## src/design/oadc_reg_pkg.sv

```systemverilog
package oadc_reg_pkg;

   // register bus geometry
   localparam int BYTECNT_W = 7;
   localparam int FREQ_W    = 32;   // frequency and limit words

   // register map
   localparam logic [7:0] ADDR_GAIN      = 8'd0;   // r/w, 1 byte
   localparam logic [7:0] ADDR_SETTINGS  = 8'd1;   // r/w, 1 byte
   localparam logic [7:0] ADDR_STATUS    = 8'd2;   // read only
   localparam logic [7:0] ADDR_EXT_LIMIT = 8'd3;   // r/w, 4 bytes, lsb first
   localparam logic [7:0] ADDR_EXT_FREQ  = 8'd4;   // read only, 4 bytes

   // settings byte fields
   localparam int SET_LED_LSB = 0;
   localparam int SET_LED_MSB = 1;
   localparam int SET_MONDIS  = 2;   // monitor disable, clears the alarm

   // status byte fields
   localparam int STAT_TRIGGER = 0;
   localparam int STAT_PLL     = 1;
   localparam int STAT_EXTCHG  = 2;

   // multi-byte words are addressed as 4 consecutive bytes
   localparam int WORD_BYTES = FREQ_W / 8;

endpackage

```

## src/design/oadc_clk_pkg.sv

```systemverilog
package oadc_clk_pkg;

   // free-running timebase
   localparam int TB_W           = 14;
   localparam int MEASURE_BIT    = 10;   // rising edge ends a measurement window
   localparam int HEART_BIT      = 12;
   localparam int FLASH_GATE_BIT = 13;   // flash pattern only loads while this is set
   localparam int FLASH_BIT      = 11;

   // led select codes
   localparam logic [1:0] LED_NORMAL = 2'd0;
   localparam logic [1:0] LED_HEART  = 2'd1;
   localparam logic [1:0] LED_GAIN   = 2'd2;
   localparam logic [1:0] LED_ALARM  = 2'd3;

   // amplifier gain pwm
   localparam int PWM_W = 8;

endpackage

```

## src/design/oadc_timebase.sv

```systemverilog
`timescale 1ns/10ps

module oadc_timebase
   import oadc_clk_pkg::*;
(
   input  logic clk_usb,
   input  logic reset,
   output logic measure_pulse_o,
   output logic heartbeat_o,
   output logic flash_pattern_o
);

   logic [TB_W-1:0] tb_count;
   logic            measure_bit_r;   // last value of the window bit

   always_ff @(posedge clk_usb) begin
      if (reset) begin
         tb_count        <= '0;
         measure_bit_r   <= 1'b0;
         measure_pulse_o <= 1'b0;
      end
      else begin
         tb_count        <= tb_count + 1'b1;
         measure_bit_r   <= tb_count[MEASURE_BIT];
         measure_pulse_o <= tb_count[MEASURE_BIT] & ~measure_bit_r;   // one per 2048 cycles
      end
   end

   // slow blink, frozen while the gate bit is low
   always_ff @(posedge clk_usb) begin
      if (reset)
         flash_pattern_o <= 1'b0;
      else if (tb_count[FLASH_GATE_BIT])
         flash_pattern_o <= ~tb_count[FLASH_BIT];
   end

   assign heartbeat_o = tb_count[HEART_BIT];

endmodule

```

## src/design/oadc_freq_counter.sv

```systemverilog
`timescale 1ns/10ps

module oadc_freq_counter
   import oadc_reg_pkg::*;
(
   input  logic              clk_usb,
   input  logic              reset,
   input  logic              ext_clk_i,
   input  logic              measure_pulse_i,
   input  logic              monitor_disable_i,
   input  logic [FREQ_W-1:0] ext_limit_i,
   output logic [FREQ_W-1:0] ext_frequency_o,
   output logic              ext_heartbeat_o,
   output logic              extclk_change_o
);

   logic              ext_sync1;
   logic              ext_sync2;
   logic              ext_sync3;   // edge detector history
   logic              ext_rise;
   logic [FREQ_W-1:0] run_count;
   logic [FREQ_W-1:0] freq_diff;
   logic              freq_jump;

   // ext clock is treated as plain data in the usb domain
   always_ff @(posedge clk_usb) begin
      if (reset) begin
         ext_sync1 <= 1'b0;
         ext_sync2 <= 1'b0;
         ext_sync3 <= 1'b0;
      end
      else begin
         ext_sync1 <= ext_clk_i;
         ext_sync2 <= ext_sync1;
         ext_sync3 <= ext_sync2;
      end
   end

   assign ext_rise = ext_sync2 & ~ext_sync3;

   // distance between the new count and the last latched frequency
   always_comb begin
      if (ext_frequency_o > run_count)
         freq_diff = ext_frequency_o - run_count;
      else
         freq_diff = run_count - ext_frequency_o;
   end

   assign freq_jump = (ext_frequency_o != '0) && (freq_diff > ext_limit_i);

   always_ff @(posedge clk_usb) begin
      if (reset) begin
         run_count       <= '0;
         ext_frequency_o <= '0;
      end
      else if (measure_pulse_i) begin
         ext_frequency_o <= run_count;
         run_count       <= FREQ_W'(ext_rise);   // an edge in this cycle opens the new window
      end
      else begin
         run_count <= run_count + FREQ_W'(ext_rise);
      end
   end

   // sticky until software sets monitor disable
   always_ff @(posedge clk_usb) begin
      if (reset || monitor_disable_i)
         extclk_change_o <= 1'b0;
      else if (measure_pulse_i && freq_jump)
         extclk_change_o <= 1'b1;
   end

   assign ext_heartbeat_o = run_count[4];

endmodule

```

## src/design/oadc_regs.sv

```systemverilog
`timescale 1ns/10ps

module oadc_regs
   import oadc_reg_pkg::*, oadc_clk_pkg::*;
(
   input  logic                 clk_usb,
   input  logic                 reset,
   input  logic [7:0]           reg_address_i,
   input  logic [BYTECNT_W-1:0] reg_bytecnt_i,
   input  logic [7:0]           reg_datai_i,
   input  logic                 reg_read_i,
   input  logic                 reg_write_i,
   output logic [7:0]           reg_datao_o,
   input  logic                 trigger_i,
   input  logic                 pll_status_i,
   input  logic                 extclk_change_i,
   input  logic [FREQ_W-1:0]    ext_frequency_i,
   output logic [PWM_W-1:0]     gain_o,
   output logic [1:0]           led_select_o,
   output logic                 monitor_disable_o,
   output logic [FREQ_W-1:0]    ext_limit_o
);

   logic [7:0]        settings_reg;
   logic [7:0]        status_byte;
   logic              word_byte_ok;   // bytecnt falls inside a 4 byte word
   logic [1:0]        byte_sel;

   assign byte_sel     = reg_bytecnt_i[1:0];
   assign word_byte_ok = (reg_bytecnt_i < BYTECNT_W'(WORD_BYTES));

   always_ff @(posedge clk_usb) begin
      if (reset) begin
         gain_o       <= '0;
         settings_reg <= '0;
         ext_limit_o  <= '0;
      end
      else if (reg_write_i) begin
         case (reg_address_i)
            ADDR_GAIN:     gain_o       <= reg_datai_i;
            ADDR_SETTINGS: settings_reg <= reg_datai_i;
            ADDR_EXT_LIMIT: begin
               if (word_byte_ok)
                  ext_limit_o[byte_sel*8 +: 8] <= reg_datai_i;
            end
            default: ;   // read-only and unmapped addresses ignore writes
         endcase
      end
   end

   always_comb begin
      status_byte               = '0;
      status_byte[STAT_TRIGGER] = trigger_i;
      status_byte[STAT_PLL]     = pll_status_i;
      status_byte[STAT_EXTCHG]  = extclk_change_i;
   end

   // read mux, zero when idle or unmapped
   always_comb begin
      reg_datao_o = '0;
      if (reg_read_i) begin
         case (reg_address_i)
            ADDR_GAIN:     reg_datao_o = gain_o;
            ADDR_SETTINGS: reg_datao_o = settings_reg;
            ADDR_STATUS:   reg_datao_o = status_byte;
            ADDR_EXT_LIMIT: begin
               if (word_byte_ok)
                  reg_datao_o = ext_limit_o[byte_sel*8 +: 8];
            end
            ADDR_EXT_FREQ: begin
               if (word_byte_ok)
                  reg_datao_o = ext_frequency_i[byte_sel*8 +: 8];
            end
            default: reg_datao_o = '0;
         endcase
      end
   end

   assign led_select_o      = settings_reg[SET_LED_MSB:SET_LED_LSB];
   assign monitor_disable_o = settings_reg[SET_MONDIS];

endmodule

```

## src/design/oadc_led_pwm.sv

```systemverilog
`timescale 1ns/10ps

module oadc_led_pwm
   import oadc_clk_pkg::*;
(
   input  logic             clk_usb,
   input  logic             reset,
   input  logic [PWM_W-1:0] gain_i,
   input  logic [1:0]       led_select_i,
   input  logic             extclk_change_i,
   input  logic             flash_pattern_i,
   input  logic             heartbeat_i,
   input  logic             ext_heartbeat_i,
   input  logic             trigger_i,
   output logic             led_armed_o,
   output logic             led_capture_o,
   output logic             amp_gain_o
);

   logic [PWM_W:0] pwm_acc;   // top bit is the carry out

   // first order sigma-delta, gain high cycles out of every 256
   always_ff @(posedge clk_usb) begin
      if (reset)
         pwm_acc <= '0;
      else
         pwm_acc <= {1'b0, pwm_acc[PWM_W-1:0]} + {1'b0, gain_i};
   end

   assign amp_gain_o = pwm_acc[PWM_W];

   always_ff @(posedge clk_usb) begin
      if (reset) begin
         led_armed_o   <= 1'b0;
         led_capture_o <= 1'b0;
      end
      else if (extclk_change_i) begin   // alarm overrides any selection
         led_armed_o   <= flash_pattern_i;
         led_capture_o <= flash_pattern_i;
      end
      else begin
         case (led_select_i)
            LED_HEART: begin
               led_armed_o   <= heartbeat_i;
               led_capture_o <= ext_heartbeat_i;
            end
            LED_GAIN: begin
               led_armed_o   <= amp_gain_o;
               led_capture_o <= 1'b0;
            end
            LED_ALARM: begin
               led_armed_o   <= 1'b0;
               led_capture_o <= extclk_change_i;
            end
            default: begin   // LED_NORMAL
               led_armed_o   <= trigger_i;
               led_capture_o <= 1'b0;
            end
         endcase
      end
   end

endmodule

```

## src/design/oadc_interface_top.sv

```systemverilog
`timescale 1ns/10ps

module oadc_interface_top
   import oadc_reg_pkg::*, oadc_clk_pkg::*;
(
   input  logic                 clk_usb,
   input  logic                 reset,
   input  logic [7:0]           reg_address_i,
   input  logic [BYTECNT_W-1:0] reg_bytecnt_i,
   input  logic [7:0]           reg_datai_i,
   output logic [7:0]           reg_datao_o,
   input  logic                 reg_read_i,
   input  logic                 reg_write_i,
   input  logic                 ext_clk_i,
   input  logic                 trigger_i,
   input  logic                 pll_status_i,
   output logic                 led_armed_o,
   output logic                 led_capture_o,
   output logic                 amp_gain_o
);

   logic              measure_pulse;
   logic              heartbeat;
   logic              flash_pattern;
   logic              ext_heartbeat;
   logic              monitor_disable;
   logic              extclk_change;
   logic [FREQ_W-1:0] ext_limit;
   logic [FREQ_W-1:0] ext_frequency;
   logic [PWM_W-1:0]  gain;
   logic [1:0]        led_select;

   oadc_timebase u_timebase (
      .clk_usb         (clk_usb),
      .reset           (reset),
      .measure_pulse_o (measure_pulse),
      .heartbeat_o     (heartbeat),
      .flash_pattern_o (flash_pattern)
   );

   oadc_freq_counter u_freq_counter (
      .clk_usb           (clk_usb),
      .reset             (reset),
      .ext_clk_i         (ext_clk_i),
      .measure_pulse_i   (measure_pulse),
      .monitor_disable_i (monitor_disable),
      .ext_limit_i       (ext_limit),
      .ext_frequency_o   (ext_frequency),
      .ext_heartbeat_o   (ext_heartbeat),
      .extclk_change_o   (extclk_change)
   );

   oadc_regs u_regs (
      .clk_usb           (clk_usb),
      .reset             (reset),
      .reg_address_i     (reg_address_i),
      .reg_bytecnt_i     (reg_bytecnt_i),
      .reg_datai_i       (reg_datai_i),
      .reg_read_i        (reg_read_i),
      .reg_write_i       (reg_write_i),
      .reg_datao_o       (reg_datao_o),
      .trigger_i         (trigger_i),
      .pll_status_i      (pll_status_i),
      .extclk_change_i   (extclk_change),
      .ext_frequency_i   (ext_frequency),
      .gain_o            (gain),
      .led_select_o      (led_select),
      .monitor_disable_o (monitor_disable),
      .ext_limit_o       (ext_limit)
   );

   oadc_led_pwm u_led_pwm (
      .clk_usb         (clk_usb),
      .reset           (reset),
      .gain_i          (gain),
      .led_select_i    (led_select),
      .extclk_change_i (extclk_change),
      .flash_pattern_i (flash_pattern),
      .heartbeat_i     (heartbeat),
      .ext_heartbeat_i (ext_heartbeat),
      .trigger_i       (trigger_i),
      .led_armed_o     (led_armed_o),
      .led_capture_o   (led_capture_o),
      .amp_gain_o      (amp_gain_o)
   );

endmodule

```

## config.mk

```make
export PLATFORM = sky130hd
export DESIGN_NAME = oadc_interface_top
export DESIGN_NICKNAME = d
export VERILOG_FILES = /design/src/design/oadc_reg_pkg.sv /design/src/design/oadc_clk_pkg.sv /design/src/design/oadc_timebase.sv /design/src/design/oadc_freq_counter.sv /design/src/design/oadc_regs.sv /design/src/design/oadc_led_pwm.sv /design/src/design/oadc_interface_top.sv
export SDC_FILE = /design/constraint.sdc
export NUM_CORES = 1
export LEC_CHECK = 0
export BUFFER_PORTS_ARGS = -buffer_cell sky130_fd_sc_hd__buf_2
export CAP_MARGIN = 20
export CORE_MARGIN = 5
export CORE_UTILIZATION = 50
export DETAILED_ROUTE_END_ITERATION = 10
export PLACE_DENSITY = 0.69
export SLEW_MARGIN = 20
export SYNTH_ARGS = -nofsm -noshare
export SYNTH_HDL_FRONTEND = slang
export SYNTH_SLANG_ARGS = --single-unit
```

## constraint.sdc

```tcl
create_clock -name clk_usb -period 8.2 [get_ports clk_usb]
set_input_delay 1.64 -clock clk_usb [delete_from_list [all_inputs] [get_ports clk_usb]]
set_output_delay 1.64 -clock clk_usb [all_outputs]
set_load 0.01 [all_outputs]
```

# Word-level counts from Yosys, hierarchy flattened
# Cells that the tools add are included.
[word_totals]
in_bits = 30
elab_cells = 62
register_bits = 144
output_inout_bits = 11
[classes]
bitwise_logic = 5
addsub = 6
n_reduce_logical = 9
mux = 11
shifts = 4
magnitude_cmp = 3
n_eq_ne = 7
[ops]
columns = ["operator", "n"]
rows = [
  ["greater-than comparator 32 bit", 2],
  ["variable part select 32 x 6 -> 8 bit", 2],
  ["subtractor 32 bit", 2],
  ["one-hot mux 8 bit (5 select lines)", 1],
  ["negation 5 -> 34 bit", 1],
  ["variable shift 8 x 34 -> 32 bit (first input constant)", 1],
  ["variable part select 8 x 34 -> 32 bit", 1],
  ["adder 32 x 1 -> 32 bit", 1],
  ["bitwise mux 32 bit", 1],
  ["2-to-1 mux 32 bit", 1],
  ["nonzero test 32 bit", 1],
  ["2-to-1 mux 8 bit", 3],
  ["== test 8 x 2 -> 1 bit (second input constant)", 2],
  ["adder 14 x 1 -> 14 bit (second input constant)", 1],
  ["adder 8 x 8 -> 9 bit", 1],
  ["== test 8 x 1 -> 1 bit (second input constant)", 1],
  ["== test 8 x 3 -> 1 bit (second input constant)", 1],
  ["logical NOT 8 bit", 1],
  ["less-than comparator 7 x 3 -> 1 bit (second input constant)", 1],
  ["== test 2 bit (second input constant)", 2],
  ["2-to-1 mux 1 bit", 4],
  ["AND reduction 2 bit", 2],
  ["inverter 1 bit", 3],
  ["one-hot mux 1 bit (3 select lines)", 1],
  ["other kinds (6)", 8],
]

# Depth between registers and ports, before layout
# Gate-level depths: netlist of the first run.
[depth]
ltp_word = 5
ltp_mapped = 24
ltp_nobuf = 22

# Modules after synthesis
# From an unflattened synthesis of the first run, not the netlist that was laid out.
[hier_totals]
hier_cells = 1360
area_unflattened_um2 = 11235.8
[modules_own_cells]
columns = ["mod", "area_per_inst_um2", "seq_area_each_um2", "cells_each", "n_inst"]
rows = [
  ["oadc_freq_counter", 6927.9, 1361.3, 913, 1],
  ["oadc_regs", 3011.6, 960.9, 308, 1],
  ["oadc_timebase", 688.2, 340.3, 74, 1],
  ["oadc_led_pwm", 608.1, 220.2, 65, 1],
]

# Worst setup path before layout of the first run
# OpenSTA, ideal clock, no wires.
[synth_timing]
kind = "input-to-output"
from = "in reg_address_i[5]"
to = "out reg_datao_o[6]"
cell_stages = 6
setup_slack_ps = 3238
arrival_ps = 3322
required_time_ps = 6560
n_path_buf = 1
path_cell_list = "or4_1 > nor3_2 > and2_0 > clkbuf_1 > a222oi_1 > nor2b_1"
[synth_via]
elab_chain_cells = 3
word_cells_on_any_way = 7
cone_classes = "eq/ne (4); mux (2); reduce/logical (1)"
[synth_lines]
columns = ["item", "line_no", "text"]
rows = [
  ["start, declared", "oadc_interface_top.sv:8", "input logic [7:0] reg_address_i,"],
  ["== test 8 x 3 -> 1 bit (tied with other cells)", "oadc_regs.sv:62", "case (reg_address_i)"],
  ["one-hot mux 8 bit (5 select lines) *", "oadc_regs.sv:62", ""],
  ["2-to-1 mux 8 bit *", "oadc_regs.sv:61", "if (reg_read_i) begin"],
  ["end, declared", "oadc_interface_top.sv:11", "output logic [7:0] reg_datao_o,"],
]
# Every way passes the cells marked *; elsewhere a longest branch is shown, timed or not.

# Worst setup path in the final report of the first run
[layout_timing]
from = "in reg_address_i[5]"
to = "out reg_datao_o[3]"
# Same word-level chain as after synthesis.

==> impl_summary.md, run 1 <==
Place
The worst setup slack after placement is 2854 ps. The HPWL reported at the end of detailed placement is 22740 um. The number of input and output port buffers inserted is 40. At the end of routability-driven placement, the weighted congestion stood at 0.9433. Including well taps, the total number of placed cells is 1574.

Timing
The post-route setup TNS is 0 ps. The total of endpoints with negative setup slack in the final report is 0. Derived from the worst setup path, the maximum achievable clock frequency is 184.8 MHz.

The final clock skew is 10.52 ps. Headroom to the max-slew limit came out at 32.36%. Setup repair after global routing left no endpoint under its margin. The number of hold-slack violations in the final timing report is 0.

After layout, the worst path uses 65.98% of the clock period. The max-slew violation total from the final report is 0. Across all setup checks in the final design, the least slack found is 2790 ps.

The actual transition at the worst max-transition pin is 1012 ps. The clock period could shrink to 5410 ps.

Finish
Cells with a size suffix above 1 make up 8.039% of the layout. The antenna diode instance count is 0. In the final layout, the registers with the most flip-flops are u_freq_counter.ext_frequency_o (32), u_freq_counter.run_count (32), u_regs.ext_limit_o (32).

The count of non-filler cells in the finished layout is 1606. The area added between synthesis and finish is 8.297%. The final layout contains 1462 nets.

Synth
During synthesis, Yosys emitted a total of 0 warnings. Of the synthesized area, sequential elements account for 27.08%. Each instance of the synthesized netlist takes up on average 8.041 sq um. After synthesis, the netlist uses 74 different library cells. Counting flops with a built-in enable in the synthesized netlist gives 0. The commonest register cell after synthesis is sky130_fd_sc_hd__dfxtp_1. The mapped netlist covers 0.01065 sq mm. The fraction of registers with async set/reset is 0%. Synthesis inferred 144 register bits. The cell count after synthesis is 1324. Synthesis produced a netlist with a net count of 1468.

Drt
The sum of routed wire length over all layers is 29870 um. The total via count in the routed design is 9606. The detailed router finished its first iteration with 713 violations. After detailed routing, the average wire length per cell comes to 18.60 um. The DRC violations left is 0. Before antenna repair, the detailed router went through 7 iterations. In this run the remaining antenna-violating nets after routing total 0.

After detailed routing, the number of vias per cell comes to 5.981.

Die
The core outline area is 0.02102 sq mm. The top-level port count is 41. The width of the chip is 155.9 um. The floorplan row count is 53.

The die is 155.9 um tall. The floorplan step defined a die boundary enclosing 0.02431 sq mm. The initial utilization of the core area, before any placement, comes to 50.65%.

Min path
Along the worst hold path, the cell count comes to 1. The startpoint identified for the worst hold timing path is u_timebase.measure_bit_r. The worst hold path endpoint is u_timebase.measure_pulse_o. The path class of the tightest hold or removal check is flip-flop to flip-flop.

Global route
The overall routing resource usage is 24.84%. The number of antenna violations at the first check in global routing is 0. The largest net degree at the start of global routing is 81.

Global routing finished with a remaining overflow of 0. The first global-routing pass estimated 48850 um of wire. The via count of the first global-routing pass is 9188.

Critical path
On the critical path, the stage with the largest delay is an instance of sky130_fd_sc_hd__nor2_1. Measured in cells, the most critical reg-to-reg path has a length of 20. The critical path goes through buf_2, or4_1, nor3_2, nand2_1, nor2_1, a222oi_1, nor2b_1, buf_2.

The instance count on the critical path is 8. The start of the worst register-to-register path is u_freq_counter.ext_frequency_o[0]. The worst reg2reg path endpoint is u_freq_counter.extclk_change_o. For the worst setup path, the data required time is 6560 ps. The sort of element at the start of the critical path is an input pin. Together, buffers and inverters on the worst path number 2. The data arrival at the endpoint of the critical path is 3770 ps. For this run, the slowest stage of the critical path takes 630 ps. The type of element capturing the critical path is an output port.

In this run the worst path has a maximum fanout of 14. The setup slack of the worst register-to-register path is 3150 ps. The library cell appearing most often on the critical path is sky130_fd_sc_hd__buf_2. The kind of cell adding the most delay to the critical path is simple AND/OR/NAND/NOR gates. The critical path is of the input pin to output port type.

Clock network
TritonCTS built the clock tree. The total of hold buffers inserted after clock tree synthesis is 0. The number of buffers inserted by post-CTS setup repair is 0. Clock-pin slew was measured on the worst setup and hold paths at 70 ps. The clock buffer count from CTS is 17. The clock latency of the later-clocked register in the worst-skew pair is 440 ps. The count of clock tree sinks is 144. The count of instances resized after the clock tree is built is 0. The buffer levels on the longest clock path is 2.

The H-tree was split into 4 levels. The tree is rooted in a sky130_fd_sc_hd__clkbuf_16.

Power
The power per standard cell area is 142.0 mW/mm^2. The maximum VDD drop is 0.1072 mV. For this design the static power due to leakage is 4.682 nW.

Run status
The flow ran to the end, and the final reports show no timing, DRC or antenna violations.

Run
The total of max-cap violations is 0.
[cell usage after synthesis, types with 3 or more instances]
cell                         n  area [sq um]
sky130_fd_sc_hd__nor2_1    121         454.2
sky130_fd_sc_hd__fa_1        3         60.06
sky130_fd_sc_hd__a31oi_1     8         50.05
sky130_fd_sc_hd__nor3_1     20         100.1
sky130_fd_sc_hd__a21o_1     46         345.3
sky130_fd_sc_hd__o21a_1      9         67.56
sky130_fd_sc_hd__nor2b_1    28         175.2
sky130_fd_sc_hd__and2_1      6         37.54
sky130_fd_sc_hd__ha_1      111          1389
sky130_fd_sc_hd__a21oi_1   129         645.6
sky130_fd_sc_hd__o31ai_1     4         30.03
sky130_fd_sc_hd__nor3_2      3         30.03
sky130_fd_sc_hd__inv_1     109         409.1
sky130_fd_sc_hd__nand2_1   103         386.6
sky130_fd_sc_hd__o21ai_0    45         225.2
sky130_fd_sc_hd__mux4_2     16         360.4
sky130_fd_sc_hd__or4_1       4         30.03
sky130_fd_sc_hd__buf_1       3         11.26
sky130_fd_sc_hd__clkbuf_1   36         135.1
sky130_fd_sc_hd__nand3_1    72         360.4
sky130_fd_sc_hd__or3_1       5         31.28
sky130_fd_sc_hd__mux2i_1    44         440.4
sky130_fd_sc_hd__buf_2      24         120.1
sky130_fd_sc_hd__a211o_1     4         35.03
sky130_fd_sc_hd__o211ai_1    8         60.06
sky130_fd_sc_hd__and3_1     16         100.1
sky130_fd_sc_hd__a222oi_1    5         50.05
sky130_fd_sc_hd__nand4_1    23         143.9
sky130_fd_sc_hd__a22o_1      8         70.07
sky130_fd_sc_hd__a22oi_1     4         30.03
sky130_fd_sc_hd__nor3b_1     4         30.03
sky130_fd_sc_hd__o41ai_1     3         26.28
sky130_fd_sc_hd__nor4_1     10         62.56
sky130_fd_sc_hd__nand2b_1    9         56.30
sky130_fd_sc_hd__xor2_1     24         210.2
sky130_fd_sc_hd__o21bai_1    7         52.55
sky130_fd_sc_hd__dfxtp_1   144          2883
sky130_fd_sc_hd__xnor2_1    50         437.9
sky130_fd_sc_hd__a211oi_1   11         82.58
[where the power goes]
group | switching, W | internal, W | leakage (nW)
Combinational | 0.0000721 | 0.0000422 | 3.23
Sequential | 0.00000183 | 0.000701 | 1.16
Clock | 0.000379 | 0.000441 | 0.295
Total | 0.000453 | 0.00118 | 4.68
[per-stage QoR]
stage,hold slack [ps],util (%),total power [W],cell area [sq um]
2_1_floorplan,367.4,-,0.0008010,10650
3_3_place_gp,366.9,51.91,0.0008310,10910
3_5_place_dp,367.5,51.91,0.0008319,10910
4_1_cts,400.3,54.85,0.001651,11530
5_1_grt,411.1,54.85,0.001694,11530
6_report,398.0,54.85,0.001637,11530
[routing by layer]
metal	share of wire (%)	vias to the layer above	GRT usage [%]	wire, um
li1	-	4642	-	-
met1	45	4534	34.09	13330
met2	46	363	39.89	13640
met3	7.0	67	4.327	2106
met4	2.7	0	7.837	803
met5	0	-	0	0
[placed cells by master, fill, tap and decap left out, types with 4 or more instances in the layout]
| cell type | n |
|---|---|
| sky130_fd_sc_hd__a22oi_1 | 4 |
| sky130_fd_sc_hd__ha_1 | 111 |
| sky130_fd_sc_hd__o21bai_1 | 7 |
| sky130_fd_sc_hd__or3_1 | 5 |
| sky130_fd_sc_hd__o21ai_0 | 45 |
| sky130_fd_sc_hd__clkinv_8 | 4 |
| sky130_fd_sc_hd__xnor2_1 | 50 |
| sky130_fd_sc_hd__o211ai_1 | 8 |
| sky130_fd_sc_hd__a21o_1 | 46 |
| sky130_fd_sc_hd__dfxtp_1 | 143 |
| sky130_fd_sc_hd__inv_1 | 109 |
| sky130_fd_sc_hd__nor3_1 | 20 |
| sky130_fd_sc_hd__or4_1 | 4 |
| sky130_fd_sc_hd__o21a_1 | 9 |
| sky130_fd_sc_hd__xor2_1 | 24 |
| sky130_fd_sc_hd__nor2_1 | 121 |
| sky130_fd_sc_hd__a222oi_1 | 5 |
| sky130_fd_sc_hd__a211o_1 | 4 |
| sky130_fd_sc_hd__nand2_1 | 103 |
| sky130_fd_sc_hd__nand3_1 | 72 |
| sky130_fd_sc_hd__clkbuf_16 | 17 |
| sky130_fd_sc_hd__mux2i_1 | 44 |
| sky130_fd_sc_hd__mux4_2 | 16 |
| sky130_fd_sc_hd__a22o_1 | 8 |
| sky130_fd_sc_hd__and2_1 | 6 |
| sky130_fd_sc_hd__inv_8 | 5 |
| sky130_fd_sc_hd__and3_1 | 16 |
| sky130_fd_sc_hd__nand2b_1 | 9 |
| sky130_fd_sc_hd__nor4_1 | 10 |
| sky130_fd_sc_hd__a211oi_1 | 11 |
| sky130_fd_sc_hd__buf_2 | 39 |
| sky130_fd_sc_hd__nand4_1 | 23 |
| sky130_fd_sc_hd__a31oi_1 | 8 |
| sky130_fd_sc_hd__a21oi_1 | 129 |
| sky130_fd_sc_hd__nor3b_1 | 4 |
| sky130_fd_sc_hd__o31ai_1 | 4 |
| sky130_fd_sc_hd__nor2b_1 | 28 |
[layout make-up]
type	instances	area [sq um]
well taps	275	344.1
flip-flops and latches	144	2884
clock buffers	17	425.4
fillers	1988	9492
multi-input cells	1004	7057
clock inverters	15	192.7
inverters	109	409.1
repair buffers	42	217.7
[cell families (layout without fill, tap and decap cells)]
logic type / count (synthesis) / after routing / synth area share, %
buffers and inverters: 176 / 183 / 6.640
AO/OA/AOI/OAI: 316 / 316 / 18.92
adder cells (fa/ha/maj): 114 / 114 / 13.61
multiplexers: 60 / 60 / 7.521
flip-flops: 144 / 144 / 27.08
XOR/XNOR: 74 / 74 / 6.088
AND/OR/NAND/NOR: 440 / 440 / 20.14
[worst max path at each step]
stage	start	end	slack [ps]
final	reg_address_i[5]	reg_datao_o[3]	2790
after CTS	reg_address_i[5]	reg_datao_o[7]	2830
after detailed placement	reg_address_i[5]	reg_datao_o[7]	2850
after global routing	reg_address_i[5]	reg_datao_o[7]	2530
after global placement	reg_address_i[5]	reg_datao_o[3]	2890
after floorplan	reg_address_i[5]	reg_datao_o[6]	3240
No activity file was read; power rests on OpenSTA's default activity.
==> run 2: changes to the inputs <==
- clock period: 8.2 -> 5.7 ns (I/O delays scaled with it)
==> impl_summary.md, run 2 (synthesis gave the netlist of run 1 again) <==
Drt
The average via count per standard cell is 5.976. The routed design has 29650 um of wire. The number of nets still failing antenna checks after routing is 0.

The routed length per instance is 18.40 um. The initial detailed-routing violation count is 840. The first detailed-routing pass ran for 6 iterations. The routed layout has 9628 vias.

In the routed design, unresolved DRC markers number 0.

Place
The final RePlAce weighted congestion is 0.9867. The HPWL reported at the end of detailed placement is 22680 um. Counting tap cells, the placed design contains a total of 1578 instances. The number of input and output port buffers inserted is 40. Summing all placed instances gives a cell area of 0.01094 sq mm.

Clock network
The total of hold buffers inserted after clock tree synthesis is 0. Clock tree synthesis inserted a total of 17 buffers. The clock reaches the later pin of the worst-skew pair after 440 ps.

Post-CTS timing repair inserted 0 buffers for setup. The number of levels the H-tree was split into is 4. The cell sitting at the root of the clock tree is a sky130_fd_sc_hd__clkbuf_16. The buffer levels on the longest clock path is 2. After clock tree synthesis, the clock-pin slew on the worst setup and hold paths is 80 ps. TritonCTS built the clock tree. The count of clock tree sinks is 144.

The count of instances resized after the clock tree is built is 0.

Finish
The number of nets in the finished design is 1466. The cell area after layout is 0.01152 sq mm. The count of non-filler cells in the finished layout is 1611. The area added between synthesis and finish is 8.239%.

The largest registers in the layout are u_freq_counter.ext_frequency_o (32), u_freq_counter.run_count (32), u_regs.ext_limit_o (32). The library cells used most frequently in the layout, excluding fill and tap cells, are sky130_fd_sc_hd__dfxtp_1, sky130_fd_sc_hd__a21oi_1, sky130_fd_sc_hd__nor2_1, sky130_fd_sc_hd__ha_1, sky130_fd_sc_hd__inv_1. The commonest non-fill, non-tap cell in the layout is sky130_fd_sc_hd__dfxtp_1. The ratio of cells with drive above 1 in the final layout is 8.315%.

Global route
The via count of the first global-routing pass came to 9027. The remaining global-route overflow is 0. The global-route wire length before repair is 47710 um. The number of antenna violations at the first check in global routing is 2.

The largest net degree at the start of global routing is 79. The overall routing resource usage is 24.30%.

Die
The core outline area is 0.02102 sq mm. The width of the chip is 155.9 um. For this configuration, the core starts out at a cell density of 50.65%. The floorplan row count is 53. The chip height is 155.9 um. The die area is 0.02431 sq mm. The top-level port count is 41.

Critical path
Counting cells, the worst reg-to-reg path comes to 17. In this run the critical register-to-register path is launched from u_freq_counter.ext_frequency_o[15]. The data arrival at the endpoint of the critical path is 5080 ps. The worst register-to-register path has a setup slack of 970 ps. The kind of cell adding the most delay to the critical path is simple AND/OR/NAND/NOR gates. The worst register-to-register path ends at u_freq_counter.extclk_change_o.

Traced cell by cell, the critical path runs through inv_1, ha_1, and3_1, nand3_1, and3b_1, o21ai_1, a21oi_2, nand2_2, buf_4, a2111oi_0, a21oi_1, xor2_1, ha_1, nand4_1, nor4_1, a221oi_1, nor4_1. By startpoint and endpoint, the worst setup path is classified as flip-flop to flip-flop. The critical path contains buffers and inverters numbering 2 combined. Of all nets on the critical path, the largest fanout is 19.

The largest individual stage delay along the critical path comes from the cell sky130_fd_sc_hd__ha_1. The worst endpoint required time is 6050 ps. The type of element capturing the critical path is a flip-flop.

The sort of element at the start of the critical path is a flip-flop. The largest single stage delay on the critical path is 480 ps.

Power
Power spread over the standard cell area amounts to 198.3 mW/mm^2. The final total power is 0.002285 W. For this design the static power due to leakage is 4.684 nW.

The worst-case IR drop observed on VDD is 0.1754 mV. The internal power summed over all cells is 0.001662 W. Summed over all nets, the switching power comes to 0.0006236 W.

Of the total power, the share spent switching nets is 27.29%. The combinational power share is 7.2%. Per report_power, the clock group accounts for 48.5% of the total.

The sequential share of power is 44.3%.

Timing
The number of hold-slack violations in the final timing report is 0. The relative max-transition margin is 23.07%. The final critical delay including setup and external delays is 4732 ps. At the pin with the least slew margin, the transition time is 1145 ps. The final clock skew is 16.77 ps. The max-slew violation total from the final report is 0. The post-route setup TNS is 0 ps. Setup repair after global routing left no endpoint under its margin. Of the available clock period, the critical path in the final layout requires 83.01%. Derived from the worst setup path, the maximum achievable clock frequency is 211.3 MHz. Setup violations remaining at the end of the flow were counted as 0.

Run
The total of max-cap violations is 0.

Run status
The flow ran to the end, and the final reports show no timing, DRC or antenna violations.

Min path
The path with the worst hold slack has its endpoint at u_timebase.measure_pulse_o. The worst min-delay path category is flip-flop to flip-flop. The worst min-delay path startpoint is u_timebase.measure_bit_r. The cell depth of the worst hold path is 1.
[run 2: cell types whose count changed in the layout (fill, tap and decap cells not counted), moves of 2 or more]
cell / delta
sky130_fd_sc_hd__inv_6: +2
sky130_fd_sc_hd__buf_4: +4
sky130_fd_sc_hd__inv_8: -3
sky130_fd_sc_hd__clkinv_4: +3
sky130_fd_sc_hd__clkinv_8: -2
[run 2: area by class of cell]
class / count / area [sq um]
fillers: 1974 / 9498
multi-input cells: 1004 / 7057
flip-flops and latches: 144 / 2884
clock buffers: 18 / 439.2
inverters: 109 / 409.1
well taps: 275 / 344.1
repair buffers: 46 / 247.7
clock inverters: 14 / 140.1
diodes: 1 / 2.502
[run 2: per-stage QoR]
stage | worst slack [ps] | hold WS (ps) | util (%)
final | 968.3 | 390.9 | 54.82
after global routing | 450.0 | 412.6 | 54.81
after CTS | 1019 | 395.2 | 54.81
after detailed placement | 1033 | 378.6 | 52.05
after global placement | 1074 | 372.3 | 52.05
after floorplan | 1738 | 367.4 | -
[run 2: how the worst max path moves through the flow]
stage	endpoint	from	slack [ps]	depth (start not counted)
floorplan	reg_datao_o[6]	reg_address_i[5]	1740	6
global placement	u_freq_counter.extclk_change_o	u_freq_counter.ext_frequency_o[13]	1070	17
detailed placement	u_freq_counter.extclk_change_o	u_freq_counter.ext_frequency_o[15]	1030	17
CTS	u_freq_counter.extclk_change_o	u_freq_counter.ext_frequency_o[15]	1020	17
global route	u_freq_counter.extclk_change_o	u_freq_counter.ext_frequency_o[15]	450	17
finish	u_freq_counter.extclk_change_o	u_freq_counter.ext_frequency_o[15]	970	17
[run 2: power groups by stage]
stage | clock (W) | sequential, W | combinational [W]
floorplan | 0 | 0.00103 | 0.000118
global placement | 0 | 0.00103 | 0.000161
detailed placement | 0 | 0.00104 | 0.000162
CTS | 0.00112 | 0.00101 | 0.000163
global route | 0.00117 | 0.00101 | 0.000180
finish | 0.00111 | 0.00101 | 0.000164
[run 2: per-layer routing]
metal | GRT usage, % | vias up | routed length, um
li1 | - | 4660 | -
met1 | 32.98 | 4503 | 13310
met4 | 9.754 | 2 | 949
met3 | 5.326 | 73 | 2244
met2 | 37.63 | 390 | 13140
met5 | 0 | - | 13
==> run 3: changes to the inputs <==
- clock period: 5.7 -> 4.6 ns (I/O delays scaled with it)
==> impl_summary.md, run 3 (synthesis gave the netlist of run 1 again) <==
Drt
The initial detailed-routing violation count is 904. The uppermost layer routed is met5. In the detailed route, the total length drawn on met2 is 13770 um. Across all layers, the routed design uses 9816 vias.

The routed length per instance is 18.48 um. In the final routing, the length of wire on met1 measures 13340 um. The sum of routed wire length over all layers is 30560 um. In the routed design, unresolved DRC markers number 0. The first detailed-routing pass took 6 iterations. In this run the remaining antenna-violating nets after routing total 0. The average via count per standard cell is 5.935. The detailed route wirelength on metal3 is 2287 um.

Min path
In this run the most critical hold path is launched from u_timebase.measure_bit_r. The path with the worst hold slack has its endpoint at u_timebase.measure_pulse_o. The min-delay analysis places its worst path in the category flip-flop to flip-flop.

The cell depth of the worst hold path is 1.

Die
The core region is 0.02102 sq mm. Once the floorplan was initialized, standard cells occupied 50.65% of the core. The die covers 0.02431 sq mm. The chip height is 155.9 um. The width of the chip is 155.9 um.

Row generation in the floorplan step produced 53 rows. 41 I/O pins were placed.

Timing
The post-route clock period utilization is 93.81%. The number of hold-slack violations in the final timing report is 0. After routing, the total negative slack on setup checks comes to 0 ps. The total of endpoints with negative setup slack in the final report is 0. The max-slew violation total from the final report is 0. The actual transition at the worst max-transition pin is 991.5 ps.

The clock arrives with 9.906 ps of skew. The final critical delay including setup and external delays is 4315 ps. The timing-limited maximum frequency is 231.7 MHz.

In this run the tightest slew margin relative to its limit is 33.76%.

Critical path
STA classifies the critical path endpoint as a flip-flop. The worst setup path is of the flip-flop to flip-flop kind. The worst endpoint required time is 4950 ps.

The start of the worst register-to-register path is u_freq_counter.ext_frequency_o[6]. Along the worst path, the maximum fanout reaches 5. The sort of element at the start of the critical path is a flip-flop. The setup slack of the worst register-to-register path is 280 ps. The data arrival at the endpoint of the critical path is 4670 ps. The worst reg2reg path endpoint is u_freq_counter.extclk_change_o.

The worst register-to-register path has a depth of 16.

Global route
The remaining global-route overflow is 0. Across every metal layer, demand over resource in global routing totals 24.93%. The via count of the first global-routing pass is 9272. Entering global routing, the biggest net connects 60 pins. The global-route wire length before repair is 48920 um.

The number of antenna violations at the first check in global routing is 1.

Place
Buffers placed on the I/O ports in this run total 40. At the end of routability-driven placement, the weighted congestion stood at 1.005. The instance count after placement with tap cells included is 1622. The HPWL reported at the end of detailed placement is 23530 um.

Power
The static leakage is 4.931 nW. Overall power consumption after layout is estimated at 0.002873 W. For this design the ratio of total power to cell area is 241.3 mW/mm^2.

The worst-case IR drop observed on VDD is 0.2207 mV.

Clock network
The clock transition at the register clock pins on the worst setup and hold paths after CTS is 80 ps. The number of clock buffers added by TritonCTS is 17. Clock tree synthesis found a total of 144 sinks.

The buffer levels on the longest clock path is 2. The number of hold buffers added after CTS was 0. TritonCTS built the clock tree. The number of buffers inserted by post-CTS setup repair is 0. The root cell of the clock tree is sky130_fd_sc_hd__clkbuf_16. The count of instances resized after the clock tree is built is 0.

The clock reaches the later pin of the worst-skew pair after 440 ps. The number of levels the H-tree was split into is 4.

Finish
Of the cells placed in the final design, the portion with a size suffix greater than 1 is 11.46%. The finished layout holds 1654 standard cells, fillers aside. In the layout the commonest cells are sky130_fd_sc_hd__dfxtp_1, sky130_fd_sc_hd__a21oi_1, sky130_fd_sc_hd__nor2_1, sky130_fd_sc_hd__ha_1, sky130_fd_sc_hd__inv_1. The area added between synthesis and finish is 11.82%.

The largest registers in the layout are u_freq_counter.ext_frequency_o (32), u_freq_counter.run_count (32), u_regs.ext_limit_o (32). The commonest non-fill, non-tap cell in the layout is sky130_fd_sc_hd__dfxtp_1. The number of nets in the finished design is 1510. The antenna diode instance count is 0.

Run status
The run finished with clean final reports.

Run
The tool flagged a number of max-cap violations equal to 0.
[run 3: cell count changes in the layout (fill, tap and decap cells not counted), sizes merged]
cell / delta
clkbuf: -1
clkinvlp: -2
diode: -1
buf: +44
inv: +3
[run 3: power breakdown]
| group | switching, W | internal (W) | total (W) |
|---|---|---|---|
| registers | 0.00000307 | 0.00125 | 0.00125 |
| clock network | 0.000675 | 0.000732 | 0.00141 |
| logic | 0.000130 | 0.0000828 | 0.000213 |
[run 3: final cells by class]
cell class	count	area, sq um
Sequential cell	144	2885
Inverter	109	409.1
Timing Repair Buffer	90	590.6
Multi-Input combinational cell	1004	7086
Clock inverter	15	165.2
Fill cell	1952	9116
Clock buffer	17	425.4
Tap cell	275	344.1
[run 3: per-stage QoR]
stage	instance area, sq um	worst slack (ps)	utilization [%]	hold slack (ps)
after floorplan	10650	699.8	-	367.4
after global placement	11280	263.7	53.68	362.8
after detailed placement	11280	210.0	53.68	374.1
after CTS	11880	198.4	56.49	389.4
after global routing	11910	-28.98	56.63	399.7
final	11910	285.0	56.63	387.8
[run 3: metal layers]
layer / vias to the layer above / global-route usage, %
met5: - / 0
met4: 2 / 9.504
met3: 84 / 5.603
met2: 375 / 40.51
met1: 4609 / 32.38
li1: 4746 / -
[run 3: worst max-delay path by stage]
stage | cells past startpoint | end | start
detailed placement | 18 | u_freq_counter.extclk_change_o | u_freq_counter.run_count[4]
global route | 17 | u_freq_counter.extclk_change_o | u_freq_counter.run_count[4]
finish | 16 | u_freq_counter.extclk_change_o | u_freq_counter.ext_frequency_o[6]
floorplan | 22 | u_freq_counter.extclk_change_o | u_freq_counter.ext_frequency_o[27]
CTS | 19 | u_freq_counter.extclk_change_o | u_freq_counter.run_count[0]
global placement | 18 | u_freq_counter.extclk_change_o | u_freq_counter.run_count[4]
[run 3: critical path: stages, from the launching register on]
cell and delay, ps:
sky130_fd_sc_hd__dfxtp_1 440, sky130_fd_sc_hd__inv_1 70, sky130_fd_sc_hd__ha_1 380, sky130_fd_sc_hd__a21o_1 220, sky130_fd_sc_hd__o32ai_1 220, sky130_fd_sc_hd__a21oi_1 120
sky130_fd_sc_hd__a211o_1 390, sky130_fd_sc_hd__a2111oi_4 380, sky130_fd_sc_hd__nor3_1 150, sky130_fd_sc_hd__nor4b_1 330, sky130_fd_sc_hd__o41ai_1 140, sky130_fd_sc_hd__xor2_1 160
sky130_fd_sc_hd__ha_1 310, sky130_fd_sc_hd__nand4_1 170, sky130_fd_sc_hd__nor4_2 380, sky130_fd_sc_hd__a221oi_1 150, sky130_fd_sc_hd__nor4_1 220
